<file path="config.mk">
export PLATFORM = sky130hd
export DESIGN_NAME = bpmAcquisitionTop
export DESIGN_NICKNAME = d
export VERILOG_FILES = /design/src/common/bpmAcqPkg.sv /design/src/acquisition/acquisitionBuffer.sv /design/src/acquisition/acquisitionReadout.sv /design/src/hdl/bpmAcquisitionTop.sv /design/src/hdl/triggerConditioner.sv
export VERILOG_INCLUDE_DIRS = /design/src /design/src/common
export SDC_FILE = /design/constraint.sdc
export NUM_CORES = 2
export LEC_CHECK = 0
export BUFFER_PORTS_ARGS = -buffer_cell sky130_fd_sc_hd__buf_2
export CAP_MARGIN = 20
export CORE_MARGIN = 3
export CORE_UTILIZATION = 65
export CTS_CLUSTER_SIZE = 28
export DETAILED_ROUTE_END_ITERATION = 8
export GPL_ROUTABILITY_DRIVEN = 0
export PLACE_DENSITY = 0.82
export SYNTH_ARGS = -nofsm -noshare
export SYNTH_HDL_FRONTEND = slang
export SYNTH_SLANG_ARGS = --single-unit
</file>
<file path="constraint.sdc">
create_clock -name sysClk -period 5.2 [get_ports sysClk]
set_clock_uncertainty 0.1 [all_clocks]
set_input_delay 0.52 -clock sysClk [delete_from_list [all_inputs] [get_ports sysClk]]
set_output_delay 0.52 -clock sysClk [all_outputs]
set_load 0.03 [all_outputs]
</file>
<file path="src/common/bpmAcq_defines.svh">
`ifndef BPM_ACQ_DEFINES_SVH
`define BPM_ACQ_DEFINES_SVH

// Sample widths
`define MAG_WIDTH          26
`define ACQ_WIDTH          32

// Trigger bus widths
// Event bus carries heartbeat and PPS on bits 0 and 1
`define EVR_TRIGGER_WIDTH  8
`define ACQ_TRIGGER_WIDTH  7

// Acquisition memory geometry
`define ACQ_CAPACITY       64
`define ACQ_ADDR_WIDTH     6

// Words held ahead of the trigger
`define ACQ_PRETRIGGER     16

`endif

</file>
<file path="src/common/bpmAcqPkg.sv">
`include "bpmAcq_defines.svh"

package bpmAcqPkg;

    //////////////////////////////////////////////////
    // Vector types

    // Magnitude from preliminary processing
    typedef logic signed [`MAG_WIDTH-1:0]      magT;

    // Word as stored in acquisition memory
    typedef logic [`ACQ_WIDTH-1:0]             acqWordT;

    typedef logic [`EVR_TRIGGER_WIDTH-1:0]     evrTriggerBusT;

    // Bit 0 software trigger, bits 1..6 event lines 2..7
    typedef logic [`ACQ_TRIGGER_WIDTH-1:0]     triggerBusT;

    // Memory address, also used for read offsets
    typedef logic [`ACQ_ADDR_WIDTH-1:0]        acqAddrT;

    //////////////////////////////////////////////////
    // Structs

    typedef struct packed {
        logic    valid;
        acqWordT data;
    } acqSampleT;

    typedef struct packed {
        logic       done;
        logic       armed;
        acqAddrT    triggerLocation;
        triggerBusT triggerSource;
    } acqStatusT;

    //////////////////////////////////////////////////
    // Buffer state machine
    typedef enum logic [2:0] {
        acqIdle,
        acqFilling,
        acqWaiting,
        acqPosttrigger,
        acqDone
    } acqStateT;

endpackage

</file>
<file path="src/acquisition/acquisitionBuffer.sv">
`timescale 1ns/100ps

`include "bpmAcq_defines.svh"

module acquisitionBuffer (
    input  logic                  sysClk,
    input  logic                  reset,
    input  bpmAcqPkg::acqSampleT  sample,
    input  bpmAcqPkg::triggerBusT triggerStrobes,
    input  logic                  armStrobe,
    input  bpmAcqPkg::triggerBusT triggerMask,
    input  bpmAcqPkg::acqAddrT    ramAddress,
    output bpmAcqPkg::acqWordT    ramData,
    output bpmAcqPkg::acqStatusT  status
);
    import bpmAcqPkg::*;

    // Terminal counts for the pre and post trigger phases
    localparam acqAddrT lastPretrigger  = acqAddrT'(`ACQ_PRETRIGGER - 1);
    localparam acqAddrT lastPosttrigger = acqAddrT'(`ACQ_CAPACITY - `ACQ_PRETRIGGER - 1);

    acqWordT    ram [`ACQ_CAPACITY];
    acqStateT   state;
    acqAddrT    writePointer;
    acqAddrT    sampleCount;
    triggerBusT activeMask;
    triggerBusT maskedStrobes;
    logic       capturing;
    logic       writeEnable;

    always_comb begin
        maskedStrobes = triggerStrobes & activeMask;
        capturing     = (state == acqFilling) ||
                        (state == acqWaiting) ||
                        (state == acqPosttrigger);
        // Arming restarts at address zero, so drop a coincident sample
        writeEnable   = capturing && sample.valid && !armStrobe;
    end

    //////////////////////////////////////////////////
    // Circular memory, one cycle read latency
    always_ff @(posedge sysClk) begin
        if (writeEnable) begin
            ram[writePointer] <= sample.data;
        end
        ramData <= ram[ramAddress];
    end

    //////////////////////////////////////////////////
    // Capture state machine
    always_ff @(posedge sysClk) begin
        if (reset) begin
            state        <= acqIdle;
            writePointer <= '0;
            sampleCount  <= '0;
            activeMask   <= '0;
            status       <= '0;
        end else if (armStrobe) begin
            state        <= acqFilling;
            writePointer <= '0;
            sampleCount  <= '0;
            activeMask   <= triggerMask;
            status.done  <= 1'b0;
            status.armed <= 1'b1;
        end else begin
            // Pointer wraps naturally at memory end
            if (writeEnable) begin
                writePointer <= writePointer + 1'b1;
            end
            case (state)
                acqFilling: begin
                    // Triggers ignored until the pretrigger region is full
                    if (sample.valid) begin
                        sampleCount <= sampleCount + 1'b1;
                        if (sampleCount == lastPretrigger) begin
                            state <= acqWaiting;
                        end
                    end
                end
                acqWaiting: begin
                    if (maskedStrobes != '0) begin
                        state                  <= acqPosttrigger;
                        status.triggerLocation <= writePointer;
                        status.triggerSource   <= maskedStrobes;
                        // A sample in this cycle is the first post-trigger word
                        sampleCount            <= sample.valid ? acqAddrT'(1) : '0;
                    end
                end
                acqPosttrigger: begin
                    if (sample.valid) begin
                        sampleCount <= sampleCount + 1'b1;
                        if (sampleCount == lastPosttrigger) begin
                            state        <= acqDone;
                            status.done  <= 1'b1;
                            status.armed <= 1'b0;
                        end
                    end
                end
                default: ;
            endcase
        end
    end

endmodule

</file>
<file path="src/acquisition/acquisitionReadout.sv">
`timescale 1ns/100ps

`include "bpmAcq_defines.svh"

module acquisitionReadout (
    input  logic                 sysClk,
    input  logic                 reset,
    input  logic                 readStrobe,
    input  bpmAcqPkg::acqAddrT   readOffset,
    input  bpmAcqPkg::acqStatusT status,
    output bpmAcqPkg::acqAddrT   ramAddress,
    input  bpmAcqPkg::acqWordT   ramData,
    output logic                 readValid,
    output bpmAcqPkg::acqWordT   readData
);
    import bpmAcqPkg::*;

    localparam acqAddrT pretriggerDepth = acqAddrT'(`ACQ_PRETRIGGER);

    acqAddrT targetAddress;
    logic    readPending;

    //////////////////////////////////////////////////
    // Address translation

    // Offset zero is the oldest pretrigger word, modulo memory size
    always_comb begin
        targetAddress = status.triggerLocation - pretriggerDepth + readOffset;
    end

    always_ff @(posedge sysClk) begin
        if (readStrobe) begin
            ramAddress <= targetAddress;
        end
    end

    //////////////////////////////////////////////////
    // Valid pipeline

    // Address register then memory register, one stage each
    always_ff @(posedge sysClk) begin
        if (reset) begin
            readPending <= 1'b0;
            readValid   <= 1'b0;
        end else begin
            readPending <= readStrobe;
            readValid   <= readPending;
        end
    end

    // Memory output register holds the word while readValid is high
    assign readData = ramData;

endmodule

</file>
<file path="src/hdl/bpmAcquisitionTop.sv">
`timescale 1ns/100ps

module bpmAcquisitionTop (
    input  logic                     sysClk,
    input  logic                     reset,
    input  logic                     magValid,
    input  bpmAcqPkg::magT           magnitude,
    input  bpmAcqPkg::evrTriggerBusT evrTriggers,
    input  logic                     softTrigger,
    input  logic                     armStrobe,
    input  bpmAcqPkg::triggerBusT    triggerMask,
    input  logic                     readStrobe,
    input  bpmAcqPkg::acqAddrT       readOffset,
    output bpmAcqPkg::acqStatusT     status,
    output logic                     readValid,
    output bpmAcqPkg::acqWordT       readData
);
    import bpmAcqPkg::*;

    acqSampleT  sample;
    triggerBusT triggerStrobes;
    acqAddrT    ramAddress;
    acqWordT    ramData;

    //////////////////////////////////////////////////
    // Sample and trigger conditioning
    triggerConditioner i_triggerConditioner (
        .sysClk         (sysClk),
        .reset          (reset),
        .magValid       (magValid),
        .magnitude      (magnitude),
        .evrTriggers    (evrTriggers),
        .softTrigger    (softTrigger),
        .sample         (sample),
        .triggerStrobes (triggerStrobes)
    );

    //////////////////////////////////////////////////
    // Acquisition memory
    acquisitionBuffer i_acquisitionBuffer (
        .sysClk         (sysClk),
        .reset          (reset),
        .sample         (sample),
        .triggerStrobes (triggerStrobes),
        .armStrobe      (armStrobe),
        .triggerMask    (triggerMask),
        .ramAddress     (ramAddress),
        .ramData        (ramData),
        .status         (status)
    );

    //////////////////////////////////////////////////
    // Readout
    acquisitionReadout i_acquisitionReadout (
        .sysClk     (sysClk),
        .reset      (reset),
        .readStrobe (readStrobe),
        .readOffset (readOffset),
        .status     (status),
        .ramAddress (ramAddress),
        .ramData    (ramData),
        .readValid  (readValid),
        .readData   (readData)
    );

endmodule

</file>
<file path="src/hdl/triggerConditioner.sv">
`timescale 1ns/100ps

`include "bpmAcq_defines.svh"

module triggerConditioner (
    input  logic                     sysClk,
    input  logic                     reset,
    input  logic                     magValid,
    input  bpmAcqPkg::magT           magnitude,
    input  bpmAcqPkg::evrTriggerBusT evrTriggers,
    input  logic                     softTrigger,
    output bpmAcqPkg::acqSampleT     sample,
    output bpmAcqPkg::triggerBusT    triggerStrobes
);
    import bpmAcqPkg::*;

    localparam int extendBits = `ACQ_WIDTH - `MAG_WIDTH;

    acqWordT                       widened;
    logic [`ACQ_TRIGGER_WIDTH-2:0] eventMeta;
    logic [`ACQ_TRIGGER_WIDTH-2:0] eventSync;
    logic [`ACQ_TRIGGER_WIDTH-2:0] eventDelayed;

    //////////////////////////////////////////////////
    // Sample path

    // Sign extend to full acquisition word
    always_comb begin
        widened = {{extendBits{magnitude[`MAG_WIDTH-1]}}, magnitude};
    end

    always_ff @(posedge sysClk) begin
        sample.data <= widened;
        if (reset) begin
            sample.valid <= 1'b0;
        end else begin
            sample.valid <= magValid;
        end
    end

    //////////////////////////////////////////////////
    // Trigger path

    // Event lines 2..7 are asynchronous, two flops then edge detect.
    // Heartbeat and PPS lines are not acquisition triggers.
    always_ff @(posedge sysClk) begin
        if (reset) begin
            eventMeta      <= '0;
            eventSync      <= '0;
            eventDelayed   <= '0;
            triggerStrobes <= '0;
        end else begin
            eventMeta    <= evrTriggers[`EVR_TRIGGER_WIDTH-1:2];
            eventSync    <= eventMeta;
            eventDelayed <= eventSync;
            // Software strobe is already synchronous
            triggerStrobes <= {eventSync & ~eventDelayed, softTrigger};
        end
    end

endmodule

</file>
# Yosys cells after proc, flatten, opt, wreduce, memory -nomap -nowiden
# Memory sizes are Yosys's and may differ from the RTL's. A register that Yosys moved wholly into a read port is not among the register bits.
# Cells that the tools add are included.
# word_totals
ff_bits	97
latch_bits	0
ramBits	2048
rom_bits	0
in_bits	53
output_inout_bits	48
n_memories	1
# memory_table
name	depth	word_bits	rd	rd_ports_with_merged_regs	wr	line_no	rtl
i_acquisitionBuffer.ram	64	32	1	1	1	acquisitionBuffer.sv:22	acqWordT ram [`ACQ_CAPACITY];
# classes
n_addsub	4
multipliers	0
div	0
order_cmp	0
eq_ne	16
n_shift	0
n_mux	17
bitwise_logic	4
n_reduce_logical	20
# ops
op	count
2-to-1 mux 3 bit	5
!= test 3 bit (second input constant)	5
adder 6 x 1 -> 6 bit (second input constant)	2
2-to-1 mux 6 bit	2
one-hot mux 6 bit (2 select lines)	1
AND reduction 3 bit	4
AND reduction 6 bit	2
!= test 2 bit (second input constant)	5
one-hot mux 3 bit (3 select lines)	1
2-to-1 mux 1 bit	8
nonzero test 2 bit	4
bitwise AND 7 bit	1
nonzero test 7 bit	1
adder 6 bit	1
bitwise AND 6 bit	1
equality test 3 x 2 -> 1 bit (second input constant)	2
equality test 6 x 4 -> 1 bit (second input constant)	1
equality test 6 bit (second input constant)	1
inverter 6 bit	1
subtractor 6 x 5 -> 6 bit (second input constant)	1
nonzero test 4 bit	1
OR reduction 2 bit	2
equality test 3 x 1 -> 1 bit (second input constant)	1
nonzero test 3 bit	1
5 further kinds	7

# Depth between registers and ports, before layout
# depth
word_depth	7
ltp_mapped	10
mapped_depth_nobuf	6

# Modules after synthesis
# From an unflattened synthesis, not the netlist that was laid out.
# unflattened
cells_unflattened	3667
hier_area_um2	82116.3
# modules_own_cells
module	n_inst	cells_each	area_per_inst_um2
acquisitionBuffer	1	3517	80119.3
triggerConditioner	1	86	1307.5
acquisitionReadout	1	64	689.4

# Worst setup path before layout
# OpenSTA, ideal clock, no wires.
# synth_path
kind	reg2reg
start	register i_acquisitionBuffer.state[2]
end	memory i_acquisitionBuffer.ram[19][0] (netlist bit), enable pin
setup_time_ns	0.409
arrival_time_ns	2.636
slack_ns	2.055
path_stages_with_launch	8
n_path_buf	2
period_less_slack_ns	3.145
path_cell_list	dfxtp_1 > buf_2 > nand2b_1 > or2_1 > clkbuf_1 > nor3_1 > nand3_1 > nor2_1
# synth_via
elab_chain_cells	7
elab_cells_between_ends	9
# synth_rtl
element	line_no	rtl
from (decl)	acquisitionBuffer.sv:23	acqStateT state;
from (signal assigned)	acquisitionBuffer.sv:53	state <= acqIdle;
from (signal assigned)	acquisitionBuffer.sv:59	state <= acqFilling;
from (signal assigned)	acquisitionBuffer.sv:76	state <= acqWaiting;
equality test 3 x 1 -> 1 bit / equality test 3 x 2 -> 1 bit (equally long branches)	acquisitionBuffer.sv:33, acquisitionBuffer.sv:34	
logical OR 1 bit	acquisitionBuffer.sv:33	capturing = (state == acqFilling) ||
logical OR 1 bit (*)	acquisitionBuffer.sv:34	(state == acqWaiting) ||
logical AND 1 bit (*) (2 in a row)	acquisitionBuffer.sv:37	writeEnable = capturing && sample.valid && !armStrobe;
2-to-1 mux 1 bit (*)	acquisitionBuffer.sv:43	if (writeEnable) begin
2-to-1 mux 1 bit (implied by the code) (*)	acquisitionBuffer.sv:44	ram[writePointer] <= sample.data;
to (decl)	acquisitionBuffer.sv:22	
# Every way passes the cells marked *; elsewhere a longest branch is shown, timed or not.

==> flow_metrics.py <==
metrics = {
    "outcome": {
        "status": "complete, no violations",
    },
    "pwr": {
        "netSwitchingPower_mw": 6.89,
        "power.share.clock_pct": 41.8,
        "p_int_mw": 23.8,
        "p_leak_nw": 24.7,
        "p_seq_share_pct": 51.9,
        "pwr-share-comb_pct": 6.3,
        "power.density_nw_per_um2": 400,
        "peakVddDrop_v": 0.000521,
        "total_power_mw": 30.7,
        "p_sw_share_pct": 22.5,
    },
    "floorplanning": {
        "io_pins": 101,
        "rows": 117,
        "initial_core_util_pct": 66.0,
        "fp.dieW_microns": 328,
        "die-area_sq_um": 108000,
        "chipHeight_microns": 328,
        "core_area_sq_um": 102000,
    },
    "drt": {
        "vias": 35400,
        "ant_nets": 0,
        "routed_via_density": 7.33,
        "wl_microns": 183000,
        "drc": 0,
        "first_pass_iters": 6,
        "wl_per_cell_microns": 37.9,
        "drtIter0Drc": 6169,
    },
    "sta": {
        "finalMaxSlewViolations": 0,
        "fin_crit_ns": 3.80,
        "hold_viol": 0,
        "setup_violations": 0,
        "finalCritPeriodShare_pct": 73.1,
        "rsz0062_at_grt": "false",
        "slew_headroom_pct": 26.1,
        "fin_tns_setup_ns": 0,
        "worst_slew_pin_slew_ns": 1.11,
        "fmax_ghz": 0.263,
    },
    "logic_synthesis": {
        "yosysWarnings": 0,
        "syn_avg_cell_area_sq_um": 22.3,
        "synth_fp_nets": 3098,
        "synthArstFlopShare_pct": 0,
        "seq_area_frac_synth_pct": 77.7,
        "synth_area_sq_um": 67600,
        "synth_cell_type_count": 57,
        "synth-edff-count": 1670,
        "yosysMostFrequentCell": "edfxtp_1",
        "synth_ff_type": "edfxtp_1",
        "synthCells": 3033,
        "ys_top_cells_by_area": "edfxtp_1 (74%), mux4_2 (13%), dfxtp_1 (3.5%), mux2i_1 (1.8%), mux4_1 (0.70%)",
        "synth_top_cell_by_area": "edfxtp_1",
        "yosysTopAreaCellShare_pct": 74.2,
        "synth-seq-cells": 1787,
        "ys_top_cells_by_count": "edfxtp_1 (1670), mux4_2 (392), mux2i_1 (119)",
    },
    "setup_path": {
        "start_kind": "register",
        "critical-path-top-delay-family": "buffers and inverters",
        "reg2reg_depth": 7,
        "slowest_stage": "edfxtp_1",
        "worst-path-max-fanout": 54,
        "worst-path-buf-inv": 3,
        "max_stage_delay_ns": 1.08,
        "r2r-start": "i_acquisitionReadout.ramAddress[1]",
        "crit_type": "reg -> reg",
        "cp-startpoint": "i_acquisitionReadout.ramAddress[1]",
        "r2r_slack_ns": 1.40,
        "worstReg2RegEnd": "i_acquisitionBuffer.ramData[23]",
        "critical_path_depth": 7,
        "critPathMostFrequentCell": "buf_4",
        "end_kind": "register",
        "worstPathArrival_ns": 4.38,
        "crit_required_ns": 5.78,
        "worstSetupEndpoint": "i_acquisitionBuffer.ramData[23]",
        "path_cells": "buf_4, buf_12, buf_4, mux4_2, mux2i_1, a22oi_1, and3_1",
    },
    "place": {
        "dpl_cell_area_sq_um": 69900,
        "dp_hpwl_microns": 87300,
        "io_buffers": 98,
    },
    "clock_tree": {
        "cts_tree": "done",
        "clk_pin_slew_worst_paths_ns": 0.07,
        "worstSkewPairLatency_ns": 0.80,
        "clockBufferDepth": 3,
        "cts_made_buffers": 168,
        "clock-root-buffer": "clkbuf_16",
        "cts.sinks": 1787,
        "post_cts_resize_count": 0,
        "htreeDepth": 4,
    },
    "flow_run": {
        "max_cap_viol_count": 0,
    },
    "global_routing": {
        "grt-ovfl-total": 0,
        "grt_start_max_net_pins": 159,
        "grt_pass1_vias": 35200,
        "antenna_found_initial": 11,
        "grt_usage_pct": 33.3,
        "grt_pass1_wl_microns": 253000,
    },
    "finish": {
        "layout-drive-gt1-share_pct": 29.3,
        "diodes": 0,
        "finalInstanceArea_sq_um": 76600,
        "finalNetCount": 3387,
        "synthToLayoutAreaGrowth_pct": 13.3,
    },
    "hold_path": {
        "min_path_cells": 3,
        "hold_path.class": "in -> reg",
    },
}
==> state kept, by name, indices dropped and copies added, names as in the netlist <==
register                             cells
i_acquisitionBuffer.activeMask           7
i_acquisitionBuffer.ram               1664
i_acquisitionBuffer.ramData             26
i_acquisitionBuffer.sampleCount          6
i_acquisitionBuffer.state                3
i_acquisitionBuffer.status              15
i_acquisitionBuffer.writePointer         6
i_acquisitionReadout.ramAddress          6
i_acquisitionReadout.readPending         1
i_acquisitionReadout.readValid           1
i_triggerConditioner.eventDelayed        6
i_triggerConditioner.eventMeta           6
i_triggerConditioner.eventSync           6
i_triggerConditioner.sample             27
i_triggerConditioner.triggerStrobes      7
==> tightest hold or removal path, cell delays in order <==
cell	delay (ns)
buf_2	0.10
ha_1	0.14
ha_1	0.12
==> how the worst min path moves through the flow <==
| stage | slack, ns | endpoint | startpoint |
|---|---|---|---|
| final | 0.1 | i_acquisitionReadout.ramAddress[1] | readOffset[1] |
| after global routing | 0.09 | i_acquisitionReadout.ramAddress[1] | readOffset[1] |
| after CTS | 0.05 | i_acquisitionReadout.ramAddress[1] | readOffset[1] |
| after detailed placement | 0.28 | i_triggerConditioner.triggerStrobes[4] | i_triggerConditioner.eventDelayed[3] |
| after global placement | 0.28 | i_triggerConditioner.triggerStrobes[6] | i_triggerConditioner.eventDelayed[5] |
| after floorplan | 0.27 | i_triggerConditioner.triggerStrobes[1] | i_triggerConditioner.eventDelayed[0] |
==> cells in the final DEF (no fill, tap or decap), types with 30 or more instances in the layout <==
cell,n
a21oi_1,46
a22oi_1,31
buf_12,44
buf_2,99
buf_4,94
clkbuf_1,44
clkbuf_16,174
clkinv_2,30
dfxtp_1,91
dlygate4sd3_1,43
edfxtp_1,1670
mux2_2,30
mux2i_1,119
mux4_2,392
nand2_1,52
nor2_1,31
nor2_2,64
nor2b_1,38
o22ai_1,64
==> layout make-up <==
class                      instances  area [sq um]
sequential                      1787         52500
clock buffer                     232          4710
clock inverter                    78          1000
inverter                           7          26.3
multi-input combinational       1075         14100
timing repair buffer             283          2560
fill                            4985         25900
tap                             1368          1710
==> logic make-up after synthesis <==
| logic type | share of synthesized area, % |
|---|---|
| simple gates | 2.02 |
| xor+xnor | 0.168 |
| flops | 77.7 |
| fa+ha+maj | 0.233 |
| mux | 16.0 |
| buf+inv | 1.79 |
| compound gates | 2.10 |
==> routing by layer <==
metal / track usage (%) / routed length (microns)
met2: 54.9 / 92700
met1: 44.4 / 57800
met4: 12.3 / 8890
met5: 0 / 67
met3: 7.42 / 23600
==> per-stage QoR <==
| stage | util, % | hold WS [ns] | setup slack (ns) | instances |
|---|---|---|---|---|
| floorplan | - | 0.267 | 2.06 | 3033 |
| global placement | 68.2 | 0.277 | 1.66 | 4447 |
| detailed placement | 68.2 | 0.282 | 1.55 | 4449 |
| CTS | 74.2 | 0.0547 | 1.39 | 4802 |
| global route | 74.7 | 0.0898 | 1.25 | 4830 |
| finish | 74.7 | 0.0965 | 1.40 | 4830 |
==> power by group through the flow <==
stage | logic [mW] | registers, mW | clock network (mW)
floorplan | 1.09 | 16.3 | 0
global placement | 1.54 | 16.3 | 0
detailed placement | 1.59 | 16.4 | 0
CTS | 1.69 | 16.1 | 12.7
global route | 2.00 | 15.9 | 13.3
finish | 1.93 | 15.9 | 12.8
==> what timing repair did <==
item | 4_1_cts | 5_1_grt
setup buffers | 0 | 0
hold buffers | 43 | 0
endpoints found under the hold margin | 49 | 0
setup endpoints to repair | 0 | 0
No activity file was read; power rests on OpenSTA's default activity.
